## config.mk

```make
export PLATFORM = sky130hd
export DESIGN_NAME = adapt_sequencer
export DESIGN_NICKNAME = d
export VERILOG_FILES = /design/src/design/fixed_point_pkg.sv /design/src/design/bradford_pkg.sv /design/src/design/adapt_sequencer.sv
export SDC_FILE = /design/constraint.sdc
export NUM_CORES = 1
export LEC_CHECK = 0
export ABC_AREA = 0
export ABC_CLOCK_PERIOD_IN_PS = 7700
export BUFFER_PORTS_ARGS = -buffer_cell sky130_fd_sc_hd__buf_2
export CORE_AREA = 5 5 225 227
export DETAILED_ROUTE_END_ITERATION = 8
export DIE_AREA = 0 0 230 232
export SLEW_MARGIN = 30
export SYNTH_ARGS = -nofsm -noshare
export SYNTH_HDL_FRONTEND = slang
export SYNTH_SLANG_ARGS = --single-unit
```

## constraint.sdc

```tcl
create_clock -name clk -period 7.7 [get_ports clk]
set_input_delay 0.385 -clock clk [delete_from_list [all_inputs] [get_ports clk]]
set_output_delay 0.385 -clock clk [all_outputs]
set_load 0.02 [all_outputs]
```

## src/design/fixed_point_pkg.sv

```systemverilog
package fixed_point_pkg;

    // ----------------------------------------------------------
    // Q16.16 signed word format
    // ----------------------------------------------------------
    localparam int q_width   = 32;
    localparam int frac_bits = 16;

    localparam logic signed [q_width-1:0] fp_one = 32'sh0001_0000;
    localparam logic signed [q_width-1:0] fp_max = 32'sh7fff_ffff;
    localparam logic signed [q_width-1:0] fp_min = 32'sh8000_0000;

    // Divisors below this magnitude take the saturating path
    localparam logic signed [q_width-1:0] small_divisor = 32'sh0000_0080;

    // Full 64-bit product, rescaled back to Q16.16
    function automatic logic signed [q_width-1:0] fp_mul(
        input logic signed [q_width-1:0] a,
        input logic signed [q_width-1:0] b
    );
        logic signed [2*q_width-1:0] prod;
        prod = a * b;
        prod = prod >>> frac_bits;
        return prod[q_width-1:0];
    endfunction

    // Clamp a wide signed value into [-limit, +limit]
    function automatic logic signed [q_width-1:0] fp_sat(
        input logic signed [2*q_width-1:0] value,
        input logic signed [q_width-1:0]   limit
    );
        if (value > limit)
            return limit;
        else if (value < -limit)
            return -limit;
        else
            return value[q_width-1:0];
    endfunction

endpackage

```

## src/design/bradford_pkg.sv

```systemverilog
package bradford_pkg;

    import fixed_point_pkg::*;

    // Component 0 (X or L) sits in the lowest word
    localparam int vec_width = 3 * q_width;
    // Row-major, element (r,c) is word 3r+c
    localparam int mat_width = 9 * q_width;

    // ----------------------------------------------------------
    // Bradford forward matrix, XYZ to LMS
    // ----------------------------------------------------------
    localparam logic signed [q_width-1:0] brad_fwd [9] = '{
        32'sh0000_e525, 32'sh0000_4433, 32'shffff_d6ae,  //  0.8951  0.2664 -0.1614
        32'shffff_3ff3, 32'sh0001_b6a8, 32'sh0000_0965,  // -0.7502  1.7135  0.0367
        32'sh0000_09f5, 32'shffff_ee77, 32'sh0001_0794   //  0.0389 -0.0685  1.0296
    };

    // ----------------------------------------------------------
    // Inverse Bradford matrix, LMS back to XYZ
    // ----------------------------------------------------------
    localparam logic signed [q_width-1:0] brad_inv [9] = '{
        32'sh0000_fcac, 32'shffff_da5b, 32'sh0000_28f3,  //  0.9870 -0.1471  0.1600
        32'sh0000_6eac, 32'sh0000_84b3, 32'sh0000_0c9e,  //  0.4323  0.5184  0.0493
        32'shffff_fdd1, 32'sh0000_0a40, 32'sh0000_f7ef   // -0.0085  0.0400  0.9685
    };

    // D65 white point, {Z, Y, X}
    localparam logic [vec_width-1:0] d65_white = {
        32'h0001_16be,  // Z = 1.08883
        32'h0001_0000,  // Y = 1.0
        32'h0000_f352   // X = 0.95047
    };

endpackage

```

## src/design/adapt_sequencer.sv

```systemverilog
module adapt_sequencer
    import bradford_pkg::*;
(
    input  logic                 clk,
    input  logic                 rst_n,
    input  logic                 xyz_valid,
    input  logic [vec_width-1:0] ambient_xyz,
    input  logic [vec_width-1:0] ref_xyz,
    input  logic                 lms_valid,
    input  logic [vec_width-1:0] lms_out,
    input  logic                 matrix_done,
    output logic                 busy,
    output logic [vec_width-1:0] vec_in,
    output logic                 load,
    output logic                 start,
    output logic [vec_width-1:0] lms_amb,
    output logic [vec_width-1:0] lms_ref,
    output logic                 matrix_valid
);

    localparam logic [1:0] st_idle    = 2'd0;
    localparam logic [1:0] st_feed    = 2'd1;
    localparam logic [1:0] st_collect = 2'd2;
    localparam logic [1:0] st_build   = 2'd3;

    logic [1:0]           state;
    logic                 got_amb;
    logic [vec_width-1:0] ref_q;

    assign busy = (state != st_idle);

    // ----------------------------------------------------------
    // Control FSM
    // ----------------------------------------------------------
    always_ff @(posedge clk or negedge rst_n) begin
        if (!rst_n) begin
            state        <= st_idle;
            load         <= 1'b0;
            start        <= 1'b0;
            got_amb      <= 1'b0;
            matrix_valid <= 1'b0;
        end else begin
            load         <= 1'b0;
            start        <= 1'b0;
            matrix_valid <= 1'b0;
            case (state)
                st_idle: begin
                    if (xyz_valid) begin
                        load  <= 1'b1;
                        state <= st_feed;
                    end
                end
                st_feed: begin
                    load  <= 1'b1;
                    state <= st_collect;
                end
                st_collect: begin
                    // Ambient response comes back first
                    if (lms_valid) begin
                        got_amb <= !got_amb;
                        if (got_amb) begin
                            start <= 1'b1;
                            state <= st_build;
                        end
                    end
                end
                default: begin
                    if (matrix_done) begin
                        matrix_valid <= 1'b1;
                        state        <= st_idle;
                    end
                end
            endcase
        end
    end

    // Vector and response registers
    always_ff @(posedge clk) begin
        if (state == st_idle && xyz_valid) begin
            vec_in <= ambient_xyz;
            ref_q  <= ref_xyz;
        end
        if (state == st_feed)
            vec_in <= ref_q;
        if (state == st_collect && lms_valid) begin
            if (got_amb)
                lms_ref <= lms_out;
            else
                lms_amb <= lms_out;
        end
    end

endmodule

```

==> metrics.csv, run 1 <==
metric;value;unit
cts_resized;0;
synth_compound_area_frac;0.00353;
drtIter0Drc;454;
p_total;0.00644;W
synth_mux_area_frac;0.0883;
htreeDepth;2;
fp-row-count;81;
tightest_slew;772;ps
syn_inst;526;
synth_seq_cells;390;
hpwlAfterDp;28300;um
vias;8202;
synthAdderAreaFrac;0.00572;
wl_per_cell;19.7;um
hold_class;input port to flop;
ys_top_cells_by_count;edfxtp_1, mux2_2, mux2_4, buf_2;
cts_tree;built;
max_stage_delay;510;ps
worst-path-buf-inv;3;
dp.cells;1728;
clockBufferDepth;3;
cts-root-buf;clkbuf_16;
cts_setup_buffers;0;
nNetsFinal;1629;
final_max_slew_viol_count;0;
hold_viol;0;
insertion_delay;550;ps
syn_area;0.0131;mm2
yosys.area_share.simple;0.00505;
powerDensity;322;mW/mm2
synth_top_family_by_area;multiplexers;
viasPerCell;4.13;
fp.dieW;230;um
p_leak;7.85;nW
path_cells;inv_1, ha_1, and2_4, or2_4, buf_4, buf_12;
path_clk_slew;60;ps
postRouteAntennaNets;0;
post_layout_nonfiller_instances;1988;
coreArea;0.0484;mm2
holdWs;47.3;ps
fillCellCount;4345;
synth_edf_count;384;
io_buffer_count;584;
dieArea;0.0534;mm2
rsz0062_at_grt;false;
slew-limit-headroom;0.485;
synth_seq_area_share;0.890;
grt_pass1_vias;8996;
setup_violations;0;
synth_area_leaders;edfxtp_1, mux2_2, mux2_4;
crit_fanout;40;
yosys.area.top_type;edfxtp_1;
ys.flop_type;edfxtp_1;
cp_slowest_cell;buf_4;
worst_ep_required_time;7920;ps
grt_overflow;0;
synth_xor_area_frac;0.000667;
globalRouteTotalUtil;0.139;
ys_types;24;
syn_area_per_cell;25.0;um2
grt_pass1_wl;56000;um
fin_util;0.412;
final_layout_size_suffix_gt1_frac;0.553;
ir_worst_vdd;0.000191;V
initial_core_util;0.271;
synth.top_cell.area_share;0.878;
period_share;0.382;
synth_most_common_cell;edfxtp_1;
pin_count;585;
firstDrtPassIters;4;
die_y;232;um
min_period;2950;ps
status;completed;
antenna_found_initial;4;
crit_type;flop to flop;
cp.arrival;3160;ps
end_kind;flop;
syn_nets;825;
cts_made_buffers;42;
grt_max_degree;71;
cap_violations;0;
ys_warn_count;0;
fmax;340;MHz
clock_sinks;390;
area.growth.synth_to_final;52.0;%
synthArstFlopShare;0.0154;
drc;0;
wl;39200;um
crit_family;buffers and inverters;
fin_skew;20.5;ps
globalplace.congestion;0.867;
setup_tns;0;ps
start_kind;flop;
==> metal layers <==
| layer | wire length, um | track usage |
|---|---|---|
| met2 | 20500 | 0.248 |
| met1 | 14500 | 0.156 |
| met4 | 1260 | 0.0532 |
| met5 | 13 | 0 |
| met3 | 2890 | 0.0426 |
==> power by group <==
group / leakage (nW) / internal [W] / total, W / switching (W)
Combinational: 3.63 / 0.000528 / 0.00154 / 0.00101
Sequential: 3.60 / 0.00290 / 0.00302 / 0.000121
Clock: 0.618 / 0.00107 / 0.00188 / 0.000809
Total: 7.85 / 0.00449 / 0.00644 / 0.00194
==> flip-flops by register name, summed over array words and instances (netlist names), 2 cells and up <==
| register | count |
|---|---|
| lms_ref | 96 |
| ref_q | 96 |
| vec_in | 96 |
| lms_amb | 96 |
| state | 2 |
==> worst paths after layout <==
check,startpoint,endpoint,slack (ps),cells after the start
hold / removal,ref_xyz[91],ref_q[91],50,1
min in group asynchronous,rst_n,load,210,2
setup / recovery,state[1],vec_in[20],4750,6
hold reg to reg,ref_q[13],vec_in[13],550,1
max in group asynchronous,rst_n,got_amb,7340,2
setup reg to reg,state[1],vec_in[20],4750,6
==> through the flow <==
stage	area, um2	setup slack [ps]
4_1_cts	19900	4690
5_1_grt	20000	4540
3_5_place_dp	16800	4730
2_1_floorplan	13100	2330
3_3_place_gp	16800	4750
6_report	20000	4750
==> cell usage in the layout (no fill, tap or decap), types with 2 or more instances in the layout <==
cell           netlist  layout
clkbuf_1             0      12
buf_2                7     584
mux2_2              78      78
clkinv_2             0       8
buf_4                0       5
clkinv_1             0       6
ha_1                 6       5
mux2_4              18      18
clkinv_8             0       2
edfxtp_1           384     384
dlygate4sd3_1        0     179
diode_2              0       3
dfrtp_1              6       6
nor3_1               2       2
clkinvlp_4           0       4
inv_1                3       3
clkbuf_16            0      43
==> cell families (layout without fill, tap and decap cells) <==
group / after synthesis / after routing
AO/OA/AOI/OAI: 6 / 6
buffers and inverters: 14 / 851
multiplexers: 97 / 97
other: 0 / 3
AND/OR/NAND/NOR: 12 / 12
flip-flops: 390 / 390
XOR/XNOR: 1 / 1
adder cells (fa/ha/maj): 6 / 6
==> cell type report <==
class	count	area, um2	area share
Clock inverter	22	164	0.00821
Tap cell	622	778	0.0390
Clock buffer	55	1120	0.0562
Timing Repair Buffer	771	4810	0.241
Multi-Input combinational cell	122	1390	0.0694
Sequential cell	390	11700	0.585
Antenna cell	3	7.51	0.000376
Inverter	3	11.3	0.000564
==> what timing repair did <==
action,CTS,global route
endpoints found under the setup margin,0,0
endpoints found under the hold margin,268,0
hold buffers,179,0
Power figures use the tool's default switching activity.
==> inputs of run 2 (changes only) <==
--- a/config.mk
+++ b/config.mk
@@ -6,7 +6,7 @@
 export NUM_CORES = 1
 export LEC_CHECK = 0
 export ABC_AREA = 0
-export ABC_CLOCK_PERIOD_IN_PS = 7700
+export ABC_CLOCK_PERIOD_IN_PS = 3000
 export BUFFER_PORTS_ARGS = -buffer_cell sky130_fd_sc_hd__buf_2
 export CORE_AREA = 5 5 225 227
 export DETAILED_ROUTE_END_ITERATION = 8
==> constraint.sdc (replaced) <==
create_clock -name clk -period 3 [get_ports clk]
set_input_delay 0.15 -clock clk [delete_from_list [all_inputs] [get_ports clk]]
set_output_delay 0.15 -clock clk [all_outputs]
set_load 0.02 [all_outputs]
==> metrics.csv, run 2 (synthesized netlist as in run 1, its figures left out) <==
metric;value;unit
grt_pass1_vias;9614;
end_kind;flop;
wl_met3;2840;um
tightest_slew;673;ps
intPower;0.0120;W
crit_fanout;34;
final_max_slew_viol_count;0;
slew-limit-headroom;0.550;
top_layer;met5;
r2r_setup_slack;800;ps
clockBufferDepth;3;
pwr-share-seq;0.457;
globalRouteTotalUtil;0.148;
wl;41900;um
fin_skew;10.6;ps
min_from;ref_xyz[37];
met1_length;15800;um
final_layout_size_suffix_gt1_frac;0.516;
fin_util;0.439;
status;completed;
htreeDepth;2;
cts_setup_buffers;0;
fp-row-count;81;
globalplace.congestion;0.827;
final_common_cell;buf_2;
clock_sinks;390;
wl_met2;21900;um
setup_tns;0;ps
drtIter0Drc;433;
cts_tree;built;
coreArea;0.0484;mm2
dp_worst_setup_slack;782;ps
dpl-instance-area;0.0170;mm2
fillCellCount;4198;
hold_end;ref_q[37];
postCtsHoldBufs;293;
pin_count;585;
fp.dieW;230;um
setup_violations;0;
fmax;454;MHz
drc;0;
hold_path_depth;2;
crit_type;flop to flop;
dieArea;0.0534;mm2
p_sw;0.00502;W
postRouteAntennaNets;0;
viasPerCell;4.14;
p_comb_frac;0.244;
cap_violations;0;
grt_overflow;0;
rsz0062_at_grt;false;
cts_made_buffers;41;
fin_area;0.0213;mm2
die_y;232;um
period_share;0.735;
grt_pass1_wl;59700;um
area.growth.synth_to_final;61.9;%
ir_worst_vdd;0.000484;V
wl_per_cell;19.9;um
min_period;2200;ps
p_sw_frac;0.295;
firstDrtPassIters;4;
holdWs;322;ps
start_kind;flop;
hold_viol;0;
mostFrequentLayoutCells;buf_2, edfxtp_1, dlygate4sd3_1;
hpwlAfterDp;29000;um
clockPowerShare;0.300;
cts-root-buf;clkbuf_16;
initial_core_util;0.271;
powerDensity;800;mW/mm2
reg2reg_depth;5;
cts_resized;0;
r2r-start;state[0];
antenna_found_initial;8;
grt_max_degree;97;
p_leak;8.41;nW
worst_ep_required_time;3220;ps
vias;8713;
io_buffer_count;584;
path_clk_slew;60;ps
insertion_delay;540;ps
hold_class;input port to flop;
nNetsFinal;1747;
cp.arrival;2430;ps
r2r_end;lms_amb[58];
setup_slack;796;ps
-- run 2: changes by cell type in the layout (fill, tap and decap cells not counted), moves of 2 or more --
cell	change
clkbuf_16	-2
dlygate4sd3_1	+114
diode_2	+3
clkbuf_1	-7
clkinv_8	-2
clkinv_2	+2
bufinv_16	+5
buf_12	+6
-- run 2: layout make-up --
cell class                 count  area [um2]  area share
clock buffer                  46        1040      0.0491
tap                          622         778      0.0366
timing repair buffer         890        6040       0.284
sequential                   390       11700       0.550
clock inverter                27         300      0.0141
multi-input combinational    122        1390      0.0652
antenna                        6        15.0    0.000706
inverter                       3        11.3    0.000530
-- run 2: worst max-delay path, cell delays in order, from the launching register on --
cell     delay [ps]
dfrtp_1         450
inv_1           160
ha_1            250
nand2_1         140
nor2_4          540
buf_12          290
-- run 2: how the worst max path moves through the flow --
stage	endpoint	cells after the start	start	slack, ps
floorplan	vec_in[0]	4	state[1]	240
global placement	lms_amb[22]	5	state[0]	830
detailed placement	lms_amb[70]	5	state[0]	780
CTS	lms_amb[70]	5	state[0]	760
global route	lms_amb[66]	5	state[0]	630
finish	lms_amb[58]	5	state[0]	800
-- run 2: stage by stage --
| stage | instances | total power, W |
|---|---|---|
| floorplan | 526 | 0.0101 |
| global placement | 1734 | 0.0117 |
| detailed placement | 1734 | 0.0117 |
| CTS | 2100 | 0.0172 |
| global route | 2102 | 0.0177 |
| finish | 2106 | 0.0170 |
-- run 2: power by group through the flow --
stage               Clock, W  Sequential (W)  Combinational [W]
floorplan                  0         0.00887            0.00120
global placement           0         0.00786            0.00382
detailed placement         0         0.00787            0.00387
CTS                  0.00524         0.00777            0.00420
global route         0.00550         0.00784            0.00437
finish               0.00510         0.00777            0.00414
-- run 2: metal layers --
metal / vias up / GRT usage
met2: 360 / 0.263
met3: 89 / 0.0428
met5: - / 0
met1: 4290 / 0.171
met4: 8 / 0.0549
li1: 3966 / -
