<file path="src/design/fixed_point_pkg.sv">
package fixed_point_pkg;

    // ----------------------------------------------------------
    // Q16.16 signed word format
    // ----------------------------------------------------------
    localparam int q_width   = 32;
    localparam int frac_bits = 16;

    localparam logic signed [q_width-1:0] fp_one = 32'sh0001_0000;
    localparam logic signed [q_width-1:0] fp_max = 32'sh7fff_ffff;
    localparam logic signed [q_width-1:0] fp_min = 32'sh8000_0000;

    // Divisors below this magnitude take the saturating path
    localparam logic signed [q_width-1:0] small_divisor = 32'sh0000_0080;

    // Full 64-bit product, rescaled back to Q16.16
    function automatic logic signed [q_width-1:0] fp_mul(
        input logic signed [q_width-1:0] a,
        input logic signed [q_width-1:0] b
    );
        logic signed [2*q_width-1:0] prod;
        prod = a * b;
        prod = prod >>> frac_bits;
        return prod[q_width-1:0];
    endfunction

    // Clamp a wide signed value into [-limit, +limit]
    function automatic logic signed [q_width-1:0] fp_sat(
        input logic signed [2*q_width-1:0] value,
        input logic signed [q_width-1:0]   limit
    );
        if (value > limit)
            return limit;
        else if (value < -limit)
            return -limit;
        else
            return value[q_width-1:0];
    endfunction

endpackage

</file>
<file path="src/design/bradford_pkg.sv">
package bradford_pkg;

    import fixed_point_pkg::*;

    // Component 0 (X or L) sits in the lowest word
    localparam int vec_width = 3 * q_width;
    // Row-major, element (r,c) is word 3r+c
    localparam int mat_width = 9 * q_width;

    // ----------------------------------------------------------
    // Bradford forward matrix, XYZ to LMS
    // ----------------------------------------------------------
    localparam logic signed [q_width-1:0] brad_fwd [9] = '{
        32'sh0000_e525, 32'sh0000_4433, 32'shffff_d6ae,  //  0.8951  0.2664 -0.1614
        32'shffff_3ff3, 32'sh0001_b6a8, 32'sh0000_0965,  // -0.7502  1.7135  0.0367
        32'sh0000_09f5, 32'shffff_ee77, 32'sh0001_0794   //  0.0389 -0.0685  1.0296
    };

    // ----------------------------------------------------------
    // Inverse Bradford matrix, LMS back to XYZ
    // ----------------------------------------------------------
    localparam logic signed [q_width-1:0] brad_inv [9] = '{
        32'sh0000_fcac, 32'shffff_da5b, 32'sh0000_28f3,  //  0.9870 -0.1471  0.1600
        32'sh0000_6eac, 32'sh0000_84b3, 32'sh0000_0c9e,  //  0.4323  0.5184  0.0493
        32'shffff_fdd1, 32'sh0000_0a40, 32'sh0000_f7ef   // -0.0085  0.0400  0.9685
    };

    // D65 white point, {Z, Y, X}
    localparam logic [vec_width-1:0] d65_white = {
        32'h0001_16be,  // Z = 1.08883
        32'h0001_0000,  // Y = 1.0
        32'h0000_f352   // X = 0.95047
    };

endpackage

</file>
<file path="src/design/gain_divider.sv">
module gain_divider
    import fixed_point_pkg::*;
    import bradford_pkg::*;
(
    input  logic                 clk,
    input  logic                 rst_n,
    input  logic                 start,
    input  logic [vec_width-1:0] lms_ref,
    input  logic [vec_width-1:0] lms_amb,
    output logic [vec_width-1:0] gains,
    output logic                 gains_valid
);

    // Dividend is |ref| shifted up by frac_bits, one quotient bit per step
    localparam int div_steps = q_width + frac_bits;
    localparam int cnt_width = $clog2(div_steps + 1);
    localparam logic [cnt_width-1:0] steps = cnt_width'(div_steps);

    logic                        running;
    logic [1:0]                  chan;
    logic [cnt_width-1:0]        count;
    logic [vec_width-1:0]        ref_q;
    logic [vec_width-1:0]        amb_q;
    logic [q_width-1:0]          rem_q;
    logic [div_steps-1:0]        quo_q;

    logic signed [q_width-1:0]   cur_ref;
    logic signed [q_width-1:0]   cur_amb;
    logic [q_width-1:0]          ref_mag;
    logic [q_width-1:0]          amb_mag;
    logic [q_width:0]            rem_shift;
    logic [q_width:0]            rem_diff;
    logic [q_width-1:0]          rem_next;
    logic [div_steps-1:0]        quo_next;
    logic signed [2*q_width-1:0] quo_signed;
    logic signed [q_width-1:0]   result;

    assign cur_ref = ref_q[chan*q_width +: q_width];
    assign cur_amb = amb_q[chan*q_width +: q_width];
    assign ref_mag = cur_ref[q_width-1] ? -cur_ref : cur_ref;
    assign amb_mag = cur_amb[q_width-1] ? -cur_amb : cur_amb;

    // ----------------------------------------------------------
    // Restoring step and per-channel result
    // ----------------------------------------------------------
    assign rem_shift = {rem_q, quo_q[div_steps-1]};
    assign rem_diff  = rem_shift - {1'b0, amb_mag};

    always_comb begin
        if (rem_shift >= {1'b0, amb_mag}) begin
            rem_next = rem_diff[q_width-1:0];
            quo_next = {quo_q[div_steps-2:0], 1'b1};
        end else begin
            rem_next = rem_shift[q_width-1:0];
            quo_next = {quo_q[div_steps-2:0], 1'b0};
        end

        quo_signed = {{(2*q_width-div_steps){1'b0}}, quo_next};
        if (cur_ref[q_width-1] ^ cur_amb[q_width-1])
            quo_signed = -quo_signed;

        // Tiny divisor overrides the loop result
        if (amb_mag < small_divisor) begin
            if (cur_ref == '0)
                result = '0;
            else if (cur_ref[q_width-1] == cur_amb[q_width-1])
                result = fp_max;
            else
                result = fp_min;
        end else begin
            result = fp_sat(quo_signed, fp_max);
        end
    end

    // Count 0 is the setup cycle of a channel, then div_steps iterations
    always_ff @(posedge clk or negedge rst_n) begin
        if (!rst_n) begin
            running     <= 1'b0;
            chan        <= 2'd0;
            count       <= '0;
            gains_valid <= 1'b0;
        end else begin
            gains_valid <= 1'b0;
            if (!running) begin
                if (start) begin
                    running <= 1'b1;
                    chan    <= 2'd0;
                    count   <= '0;
                end
            end else if (count == '0) begin
                count <= steps;
            end else begin
                count <= count - 1'b1;
                if (count == cnt_width'(1)) begin
                    if (chan == 2'd2) begin
                        running     <= 1'b0;
                        gains_valid <= 1'b1;
                    end else begin
                        chan <= chan + 1'b1;
                    end
                end
            end
        end
    end

    always_ff @(posedge clk) begin
        if (start && !running) begin
            ref_q <= lms_ref;
            amb_q <= lms_amb;
        end
        if (running) begin
            if (count == '0) begin
                rem_q <= '0;
                quo_q <= {ref_mag, {frac_bits{1'b0}}};
            end else begin
                rem_q <= rem_next;
                quo_q <= quo_next;
                if (count == cnt_width'(1))
                    gains[chan*q_width +: q_width] <= result;
            end
        end
    end

endmodule

</file>
<file path="config.mk">
export PLATFORM = sky130hd
export DESIGN_NAME = gain_divider
export DESIGN_NICKNAME = d
export VERILOG_FILES = /design/src/design/fixed_point_pkg.sv /design/src/design/bradford_pkg.sv /design/src/design/gain_divider.sv
export SDC_FILE = /design/constraint.sdc
export NUM_CORES = 1
export LEC_CHECK = 0
export BUFFER_PORTS_ARGS = -buffer_cell sky130_fd_sc_hd__buf_2
export CORE_MARGIN = 5
export CORE_UTILIZATION = 35
export DETAILED_ROUTE_END_ITERATION = 12
export GPL_TIMING_DRIVEN = 0
export MAX_ROUTING_LAYER = met4
export PLACE_DENSITY = 0.61
export SKIP_LAST_GASP = 1
export SYNTH_ARGS = -nofsm -noshare
export SYNTH_HDL_FRONTEND = slang
export SYNTH_SLANG_ARGS = --single-unit
</file>
<file path="constraint.sdc">
create_clock -name clk -period 10.6 [get_ports clk]
set_input_delay 1.59 -clock clk [delete_from_list [all_inputs] [get_ports clk]]
set_output_delay 1.59 -clock clk [all_outputs]
set_load 0.03 [all_outputs]
</file>
==> results by group, run 1 <==
Outcome
  • Status: completed

Place
  • GPL Wtd Cong: 0.9567
  • Dpl ws: -0.6779 ns
  • DP Area: 22700 µm²
  • DP Wirelength: 46490 µm
  • Placed cells: 2823
  • IO buf count: 291

Synthesis
  • Post-synthesis mux area share: 0.03746
  • Post-synth cell types: 85
  • Syn Nets: 2005
  • Post-synth EDFFs: 368
  • Warnings from Yosys: 0
  • Xor/xnor cell area share of the yosys netlist: 0.05401
  • Most frequent cell after synthesis: edfxtp_1
  • Post-synth top area cell: edfxtp_1
  • Post-synth top area share: 0.5495
  • Compound-gate portion of the synthesized area: 0.1501
  • Post-synthesis adder-cell area fraction: 0.02651
  • Ys flop type: edfxtp_1
  • Top cells by count, synth: edfxtp_1 (368), a21oi_1 (192), nand2_1 (159)
  • Average size of a mapped cell: 11.37 µm²
  • Combinational family with the most area after synthesis: compound AO/OA/AOI/OAI gates
  • Mapped Cells: 1768
  • Asr flop ratio synth: 0.02646
  • Fraction of the mapped netlist area in simple logic gates: 0.1374
  • Post-Syn Area: 20110 µm²
  • Post-synthesis register bit count: 378
  • Area contributors post-synth: edfxtp_1 (55%), a21oi_1 (4.8%), xnor2_1 (3.7%), mux2i_1 (3.2%), nand2_1 (3.0%)
  • Sequential share of the synthesized area: 0.5620

Layout
  • Finished Cell Area: 24220 µm²
  • Fill count: 5417
  • Share of layout cells above drive strength 1: 0.2138
  • Non-Filler Instances: 2906
  • Fin util: 0.4279
  • Area grow syn2layout: 20.45%
  • Net count, final: 2349

Floorplanning
  • Die H: 249.7 µm
  • Die width: 249.7 µm
  • Cell row count: 87
  • IO Pins: 292
  • Total die area: 62350 µm²
  • Starting Density: 0.3553
  • Core area: 56600 µm²

CTS
  • CTS Root Buffer Type: clkbuf_16
  • Htree depth: 2
  • Clock-pin slew on the worst setup and hold paths: 0.06 ns
  • Num CTS Buffers: 44
  • CTS tree: yes
  • CTS Buffer Depth: 3
  • Post-CTS setup buffers: 0
  • Clk Latency, worst-skew pair: 0.59 ns
  • Clock sink total: 378

Timing
  • Final Slew Violations: 0
  • Slew @ Worst Pin: 1.246 ns
  • RSZ-0062 raised after global routing: false
  • Hold violation count in the final report: 0
  • Clk_skew: 0.02513 ns
  • Highest clock rate: 99.94 MHz
  • Final worst slack: 0.5942 ns
  • Final setup TNS: 0 ns
  • WHS: 0.5569 ns
  • Rel. slew slack: 0.1624
  • Period Utilization, post-route: 0.9439
  • Tmin final: 10.01 ns
  • # setup viols final: 0

Route
  • First-pass DRT Iterations: 5
  • Vias: 15712
  • Metal1 wirelength: 27830 µm
  • DR WL met3: 4348 µm
  • Routed Antenna Nets: 0
  • Met2 wire length: 27100 µm
  • Avg Vias per Cell: 5.407
  • 1st-iter DRT viols: 1273
  • # DRC: 0
  • Top routing layer in use: met4
  • Final WL: 60610 µm
  • WL per Instance: 20.86 µm

Critical path
  • Element type at the critical path end: flip-flop
  • Max stage delay on crit path: 1.02 ns
  • WP data arrival: 10.29 ns
  • Crit-path most repeated cell: and3_1
  • Max FO, Critical Path: 11
  • Class of the most critical setup path: flip-flop to flip-flop
  • CP max-delay cell: o31ai_1
  • Critical path startpoint category: flip-flop
  • Worst Path Required: 10.88 ns

GRT
  • GRT Util Overall: 0.1921
  • Initial antenna violation count: 3
  • First-pass GRT wire length: 92620 µm
  • Vias in the first global route: 15406
  • Largest net degree at the start of global routing: 56
  • Grt total ovfl: 0

Power and ir drop
  • P_leak: 8.901 nW
  • Pwr Density: 379.1 nW/µm²
  • Max VDD drop: 0.1533 mV
  • Total power: 9.182 mW

Worst hold path
  • Hold Path Class: flip-flop to flip-flop

Run
  • Max-cap violations: 0
==> worst max-delay path, delay by kind of cell, from the launching register on <==
kind                     cells  cell delay, ns
adder cells (fa/ha/maj)      2            0.56
flip-flops                   1            0.42
AND/OR/NAND/NOR             11            2.72
XOR/XNOR                     2            0.80
buffers and inverters        9            2.71
multiplexers                 1            0.42
AO/OA/AOI/OAI                6            2.04
==> cells in the final DEF, fill, tap and decap left out, drive strengths merged, types with 8 or more instances in the layout <==
cell type and n:
edfxtp 368, buf 347, a21oi 192, nand2 159
nor2 116, clkbuf 104, o21ai 98, xnor2 84
mux2i 64, ha 41, xor2 40, nor3 40
nand3 36, inv 33, o2bb2ai 32, a31oi 30
nor4 28, and2 24, a21o 20, nand4 20
or3 19, nand2b 17, clkinv 17, and4 12
and3 12, o31ai 12, nor2b 11, o22ai 11
or2 10, dfrtp 10, mux2 10, a22oi 10
o211ai 8, a211oi 8, nor4b 8
==> cell families after synthesis <==
kind of cell | count (synthesis)
flops | 378
xor+xnor | 124
simple gates | 538
buf+inv | 131
mux | 74
fa+ha+maj | 42
compound gates | 481
==> sequential cells by signal (all words and copies together) (netlist names) <==
register,cells
amb_q,96
running,1
count,6
gains_valid,1
rem_q,32
quo_q,48
ref_q,96
chan,2
gains,96
==> path summary, 6_finish.rpt <==
kind / start / to / slack, ns / depth (start not counted)
max in group asynchronous: rst_n / running$_DFF_PN0_ / 9.50 / 1
worst max-delay path: chan[0]$_DFFE_PN0P_ / gains[11]$_DFFE_PP_ / 0.59 / 31
worst min-delay path: count[2]$_DFFE_PN0P_ / count[2]$_DFFE_PN0P_ / 0.56 / 2
worst min register to register: count[2]$_DFFE_PN0P_ / count[2]$_DFFE_PN0P_ / 0.56 / 2
worst max register to register: chan[0]$_DFFE_PN0P_ / gains[11]$_DFFE_PP_ / 0.59 / 31
min in group asynchronous: rst_n / count[5]$_DFFE_PN0P_ / 0.86 / 1
==> per-layer routing <==
metal / global-route usage / up-vias
met3: 0.03280 / 86
met5: - / -
li1: - / 7428
met2: 0.2864 / 643
met1: 0.2727 / 7555
met4: 0.05331 / 0
==> layout make-up <==
type                            count  area [µm²]  area share
Clock inverter                     30       376.6     0.01555
Buffer                            101       544.3     0.02247
Antenna cell                        3       7.507   0.0003099
Timing Repair Buffer              299        1623     0.06700
Inverter                           28       105.1    0.004339
Tap cell                          756       945.9     0.03905
Sequential cell                   378       11300      0.4667
Timing Repair inverter              1       5.005   0.0002066
Clock buffer                       51        1127     0.04654
Multi-Input combinational cell   1259        8182      0.3378
==> timing repair <==
| action | 4_1_cts | 5_1_grt |
|---|---|---|
| cloned | 0 | 1 |
| hold endpoints to repair | 0 | 0 |
| setup endpoints to repair | 96 | 96 |
| hold buffers | 0 | 0 |
| gates resized for setup | 3 | 2 |
==> power by group <==
| group | leakage [nW] | total, mW | internal, mW | switching, mW |
|---|---|---|---|---|
| Sequential | 3.61 | 2.29 | 2.08 | 0.213 |
| Combinational | 4.57 | 5.33 | 1.96 | 3.37 |
| Clock | 0.718 | 1.56 | 0.905 | 0.651 |
No activity file was read; power rests on OpenSTA's default activity.
==> run 2, diff against run 1 <==
--- a/config.mk
+++ b/config.mk
@@ -11,7 +11,7 @@
 export DETAILED_ROUTE_END_ITERATION = 12
 export GPL_TIMING_DRIVEN = 0
 export MAX_ROUTING_LAYER = met4
-export PLACE_DENSITY = 0.61
+export PLACE_DENSITY = 0.59
 export SKIP_LAST_GASP = 1
 export SYNTH_ARGS = -nofsm -noshare
 export SYNTH_HDL_FRONTEND = slang
==> constraint.sdc (replaced) <==
create_clock -name clk -period 12.7 [get_ports clk]
set_input_delay 1.905 -clock clk [delete_from_list [all_inputs] [get_ports clk]]
set_output_delay 1.905 -clock clk [all_outputs]
set_load 0.03 [all_outputs]
==> run 2 against run 1 <==
Via count fell by 0.92%. Clock skew decreased by 0.0035 ns. Sequential cell count unchanged. Clock power is 24% lower. Largest cell class unchanged. Clock-buffer cell count did not move. Fmax is 12% lower. Highest routed layer unchanged. Wire length rose by 0.52%. Combinational power decreased by 17%.
==> results by group, run 2 (synthesized netlist as in run 1, its figures left out) <==
Timing
  • WHS: 0.5662 ns (+0.009315 ns)
  • # setup viols final: 0 (unchanged)
  • Hold violation count in the final report: 0 (unchanged)
  • Clk_skew: 0.02162 ns (-0.003509 ns)
  • Period Utilization, post-route: 0.8973 (-0.04660)
  • Tmin final: 11.40 ns (+1.390 ns)
  • Slew @ Worst Pin: 1.173 ns (-0.07276 ns)
  • Final setup TNS: 0 ns (unchanged)
  • Final Slew Violations: 0 (unchanged)
  • Highest clock rate: 87.75 MHz (-12%)
  • RSZ-0062 raised after global routing: false
  • Rel. slew slack: 0.2108 (+0.04839)

GRT
  • Vias in the first global route: 15195 (-1.4%)
  • Largest net degree at the start of global routing: 51 (-8.9%)
  • Initial antenna violation count: 3 (unchanged)
  • Grt total ovfl: 0 (unchanged)
  • GRT Util Overall: 0.1916 (-0.0005173)
  • First-pass GRT wire length: 92310 µm (-0.33%)

Power and ir drop
  • Max VDD drop: 0.1082 mV (-29%)
  • Total power: 7.544 mW (-18%)
  • P_leak: 8.826 nW (-0.85%)
  • Pwr Density: 313.8 nW/µm² (-17%)

CTS
  • CTS Hold Bufs: 0 (unchanged)
  • Post-CTS setup buffers: 0 (unchanged)
  • Clk Latency, worst-skew pair: 0.58 ns (about the same)
  • Clock-pin slew on the worst setup and hold paths: 0.06 ns (about the same)
  • CTS Buffer Depth: 3 (unchanged)
  • CTS Root Buffer Type: clkbuf_16
  • Clock sink total: 378 (unchanged)
  • Num CTS Buffers: 43 (-2.3%)
  • # resized after CTS: 0 (-3)
  • Htree depth: 2 (unchanged)
  • CTS tree: yes

Critical path
  • Crit-path leading delay family: buffers and inverters
  • WP data arrival: 11.67 ns (+1.38 ns)
  • Worst Path Required: 12.97 ns (+2.09 ns)
  • CP max-delay cell: or4b_1
  • Element type at the critical path end: flip-flop
  • Max FO, Critical Path: 10 (-1)
  • Class of the most critical setup path: flip-flop to flip-flop
  • Max stage delay on crit path: 0.60 ns (-0.42 ns)
  • Buffers & Inverters on Critical Path: 11 (+2)
  • Crit-path most repeated cell: clkbuf_1
  • Critical path startpoint category: flip-flop

Layout
  • Share of layout cells above drive strength 1: 0.2072 (-0.006600)
  • Finished Cell Area: 24040 µm² (-0.73%)
  • Area grow syn2layout: 19.56%
  • Most frequent cells in the layout: edfxtp_1 (368), buf_2 (310), a21oi_1 (192)
  • Commonest non-fill, non-tap cell in the layout: edfxtp_1
  • Largest regs: amb_q (96), gains (96), ref_q (96)
  • Reg area: 11300 µm² (unchanged)
  • Net count, final: 2349 (unchanged)
  • Multi-input logic area: 8172 µm² (-0.12%)
  • Fill count: 5426 (+0.17%)

Route
  • Final WL: 60920 µm (+0.52%)
  • First-pass DRT Iterations: 5 (unchanged)
  • Routed Antenna Nets: 0 (unchanged)
  • 1st-iter DRT viols: 1196 (-6.0%)
  • Vias: 15568 (-0.92%)
  • # DRC: 0 (unchanged)
  • WL per Instance: 21.00 µm (+0.69%)
  • Avg Vias per Cell: 5.366 (-0.75%)

Floorplanning
  • Die H: 249.7 µm (unchanged)
  • IO Pins: 292 (unchanged)
  • Core area: 56600 µm² (unchanged)
  • Cell row count: 87 (unchanged)
  • Starting Density: 0.3553 (unchanged)
  • Total die area: 62350 µm² (unchanged)
  • Die width: 249.7 µm (unchanged)

Outcome
  • Status: completed

Worst hold path
  • Hold Path Class: flip-flop to flip-flop

Place
  • DP Wirelength: 47150 µm (+1.4%)
  • IO buf count: 291 (unchanged)
  • DP Area: 22700 µm² (unchanged)
  • GPL Wtd Cong: 0.9530 (-0.39%)

Run
  • Max-cap violations: 0 (unchanged)
==> run 2: changes by cell type in the layout (fill, tap and decap cells not counted), sizes merged <==
cell,previous run,this run
clkbuf,104,106
bufinv,5,3
diode,3,2
clkinv,17,15
inv,33,32
clkinvlp,4,3
==> run 2: cell type report <==
type	instances	share of cell area
buffer	103	0.02285
sequential	378	0.4702
multi-input combinational	1259	0.3399
antenna	2	0.0002082
tap	756	0.03934
inverter	28	0.004371
clock inverter	25	0.009679
clock buffer	51	0.04600
timing repair buffer	299	0.06750
==> run 2: power by group <==
group          switching (mW)  total, mW  internal, mW
Sequential              0.173       1.91          1.74
Clock                   0.505       1.19         0.687
Combinational            2.81       4.44          1.63
==> run 2: stage by stage <==
stage	setup slack [ns]	utilization	instances
floorplan	1.871	-	1768
global placement	-1.579	0.3977	2815
detailed placement	1.448	0.4010	2823
CTS	1.395	0.4247	2899
global route	0.8300	0.4248	2901
finish	1.304	0.4248	2901
==> run 2: per-layer routing <==
layer	routed length [µm]	track usage	vias up
met2	27410	0.2941	610
met4	1196	0.04484	0
met5	0	-	-
met1	28260	0.2704	7465
li1	-	-	7411
met3	4048	0.02926	82
==> run 2: final timing paths <==
check	end	depth (start not counted)	slack, ns	from
setup / recovery	gains[11]$_DFFE_PP_	33	1.30	chan[0]$_DFFE_PN0P_
hold reg to reg	count[4]$_DFFE_PN0P_	1	0.57	count[4]$_DFFE_PN0P_
setup reg to reg	gains[11]$_DFFE_PP_	33	1.30	chan[0]$_DFFE_PN0P_
hold / removal	count[4]$_DFFE_PN0P_	1	0.57	count[4]$_DFFE_PN0P_
max in group asynchronous	running$_DFF_PN0_	1	11.29	rst_n
min in group asynchronous	count[3]$_DFFE_PN0P_	1	1.19	rst_n
==> run 3, diff against run 2 <==
--- a/config.mk
+++ b/config.mk
@@ -5,13 +5,13 @@
 export SDC_FILE = /design/constraint.sdc
 export NUM_CORES = 1
 export LEC_CHECK = 0
-export BUFFER_PORTS_ARGS = -buffer_cell sky130_fd_sc_hd__buf_2
 export CORE_MARGIN = 5
 export CORE_UTILIZATION = 35
 export DETAILED_ROUTE_END_ITERATION = 12
+export DONT_BUFFER_PORTS = 1
 export GPL_TIMING_DRIVEN = 0
 export MAX_ROUTING_LAYER = met4
-export PLACE_DENSITY = 0.59
+export PLACE_DENSITY = 0.55
 export SKIP_LAST_GASP = 1
 export SYNTH_ARGS = -nofsm -noshare
 export SYNTH_HDL_FRONTEND = slang
==> run 3 against run 2 <==
Final area decreased by 5.8%. Wire length decreased by 2.4%. Largest power group unchanged. Clock skew decreased by 0.0070 ns. Register-to-register slack improved by 0.04 ns. Setup slack improved by 0.043 ns. Global-route usage decreased by 0.28 points.
==> results by group, run 3 (synthesized netlist as in run 1, its figures left out) <==
Place
  • IO buf count: 0 (-100%)
  • DP Wirelength: 45630 µm (-3.2%)
  • DP Area: 21230 µm² (-6.5%)
  • GPL Wtd Cong: 0.9330 (-2.1%)

Layout
  • Share of layout cells above drive strength 1: 0.08428 (-0.1229)
  • Largest regs: amb_q (96), gains (96), ref_q (96)
  • Net count, final: 2058 (-12%)
  • Finished Cell Area: 22650 µm² (-5.8%)
  • Most frequent cells in the layout: edfxtp_1 (368), a21oi_1 (192), nand2_1 (159)
  • Area grow syn2layout: 12.63%
  • Commonest non-fill, non-tap cell in the layout: edfxtp_1

Worst hold path
  • Min-Delay Startpoint: count[2]$_DFFE_PN0P_
  • Hold depth: 2 (+1)
  • Hold Path Sink: count[2]$_DFFE_PN0P_
  • Hold Path Class: flip-flop to flip-flop

Route
  • 1st-iter DRT viols: 1287 (+7.6%)
  • Avg Vias per Cell: 5.554 (+3.5%)
  • Final WL: 59450 µm (-2.4%)
  • Routed Antenna Nets: 0 (unchanged)
  • Vias: 14519 (-6.7%)
  • # DRC: 0 (unchanged)
  • First-pass DRT Iterations: 5 (unchanged)
  • WL per Instance: 22.74 µm (+8.3%)

Power and ir drop
  • P_leak: 7.710 nW (-13%)
  • Pwr Density: 333.9 nW/µm² (+6.4%)
  • Max VDD drop: 0.1336 mV (+23%)

CTS
  • Clk Latency, worst-skew pair: 0.58 ns (about the same)
  • CTS Hold Bufs: 0 (unchanged)
  • # resized after CTS: 0 (unchanged)
  • Num CTS Buffers: 43 (unchanged)
  • Clock sink total: 378 (unchanged)
  • CTS tree: yes
  • Post-CTS setup buffers: 0 (unchanged)
  • Clock-pin slew on the worst setup and hold paths: 0.06 ns (about the same)
  • Htree depth: 2 (unchanged)
  • CTS Buffer Depth: 3 (unchanged)
  • CTS Root Buffer Type: clkbuf_16

Outcome
  • Status: completed

Floorplanning
  • Total die area: 62350 µm² (unchanged)
  • Starting Density: 0.3553 (unchanged)
  • Core area: 56600 µm² (unchanged)
  • IO Pins: 292 (unchanged)
  • Die width: 249.7 µm (unchanged)
  • Cell row count: 87 (unchanged)
  • Die H: 249.7 µm (unchanged)

Critical path
  • CP Launch Point: chan[0]$_DFFE_PN0P_
  • R2r setup slk: 1.35 ns (+0.04 ns)
  • Reg-to-reg endpoint: gains[2]$_DFFE_PP_
  • Element type at the critical path end: flip-flop
  • Class of the most critical setup path: flip-flop to flip-flop
  • Max stage delay on crit path: 0.59 ns (about the same)
  • CP max-delay cell: or4b_1
  • Max FO, Critical Path: 10 (unchanged)
  • Reg2reg path depth: 37 (+12%)
  • Worst Path Required: 12.99 ns (+0.02 ns)
  • WP data arrival: 11.65 ns (-0.02 ns)
  • Worst r2r src: chan[0]$_DFFE_PN0P_
  • Critical path startpoint category: flip-flop

GRT
  • Largest net degree at the start of global routing: 60 (+18%)
  • Initial antenna violation count: 7 (+4)
  • Vias in the first global route: 14189 (-6.6%)
  • GRT Util Overall: 0.1888 (-0.002835)
  • Grt total ovfl: 0 (unchanged)
  • First-pass GRT wire length: 89570 µm (-3.0%)

Timing
  • Highest clock rate: 88.08 MHz (+0.38%)
  • Hold violation count in the final report: 0 (unchanged)
  • Period Utilization, post-route: 0.8939 (-0.003400)
  • Slew @ Worst Pin: 1.078 ns (-0.09548 ns)
  • Rel. slew slack: 0.2750 (+0.06424)
  • RSZ-0062 raised after global routing: false
  • # setup viols final: 0 (unchanged)
  • Final Slew Violations: 0 (unchanged)
  • Tmin final: 11.35 ns (-0.04318 ns)
  • Final setup TNS: 0 ns (unchanged)
  • Clk_skew: 0.01462 ns (-0.007006 ns)

Run
  • Max-cap violations: 0 (unchanged)
run 3: changes by cell type in the layout (fill, tap and decap cells not counted), moves of 2 or more:
cell,delta
buf_2,-291
bufinv_16,+2
clkbuf_1,-4
clkinv_4,+3
clkinv_8,+2
clkinvlp_4,-3
diode_2,+5
run 3: per-stage QoR:
step	setup slack, ns	hold slack (ns)	instances	power, mW	util
2_1_floorplan	1.871	0.4905	1768	5.095	-
3_3_place_gp	-1.664	0.5253	2524	6.254	0.3720
3_5_place_dp	1.323	0.5441	2532	6.294	0.3751
4_1_cts	1.249	0.5608	2607	7.562	0.3998
5_1_grt	0.6591	0.5986	2614	8.120	0.4001
6_report	1.347	0.5564	2614	7.563	0.4001
run 3: critical path: cells and delay by family (launching register included):
family / cells / cell delay [ns]
fa+ha+maj: 3 / 0.89
xor+xnor: 1 / 0.23
compound gates: 10 / 2.57
flops: 1 / 0.41
mux: 1 / 0.31
buf+inv: 10 / 2.96
simple gates: 12 / 3.65
run 3: worst max path at each step:
stage | cells past startpoint | end | slack (ns)
2_1_floorplan | 2 | amb_q[0]$_DFFE_PP_ | 1.87
3_3_place_gp | 2 | chan[1]$_DFFE_PN0P_ | -1.66
3_5_place_dp | 33 | gains[72]$_DFFE_PP_ | 1.32
4_1_cts | 33 | gains[72]$_DFFE_PP_ | 1.25
5_1_grt | 33 | gains[67]$_DFFE_PP_ | 0.66
6_report | 37 | gains[2]$_DFFE_PP_ | 1.35
run 3: metal layers:
metal / global-route usage / up-vias / part of all wire
met5: - / - / 0
met4: 0.04359 / 0 / 0.022
met3: 0.04394 / 89 / 0.076
met2: 0.2778 / 550 / 0.44
met1: 0.2672 / 7037 / 0.46
li1: - / 6843 / -
run 3: report_power, final:
group | switching [mW] | internal [mW] | total (mW)
Sequential | 0.199 | 1.74 | 1.94
Combinational | 2.78 | 1.60 | 4.38
Clock | 0.519 | 0.726 | 1.24
run 3: area by class of cell:
class	instances	area (µm²)
well taps	756	945.9
clock inverters	28	309.0
inverters	28	105.1
repair buffers	8	155.1
fillers	5459	33960
plain buffers	103	549.3
flip-flops and latches	378	11300
diodes	7	17.52
multi-input cells	1259	8172
clock buffers	47	1091
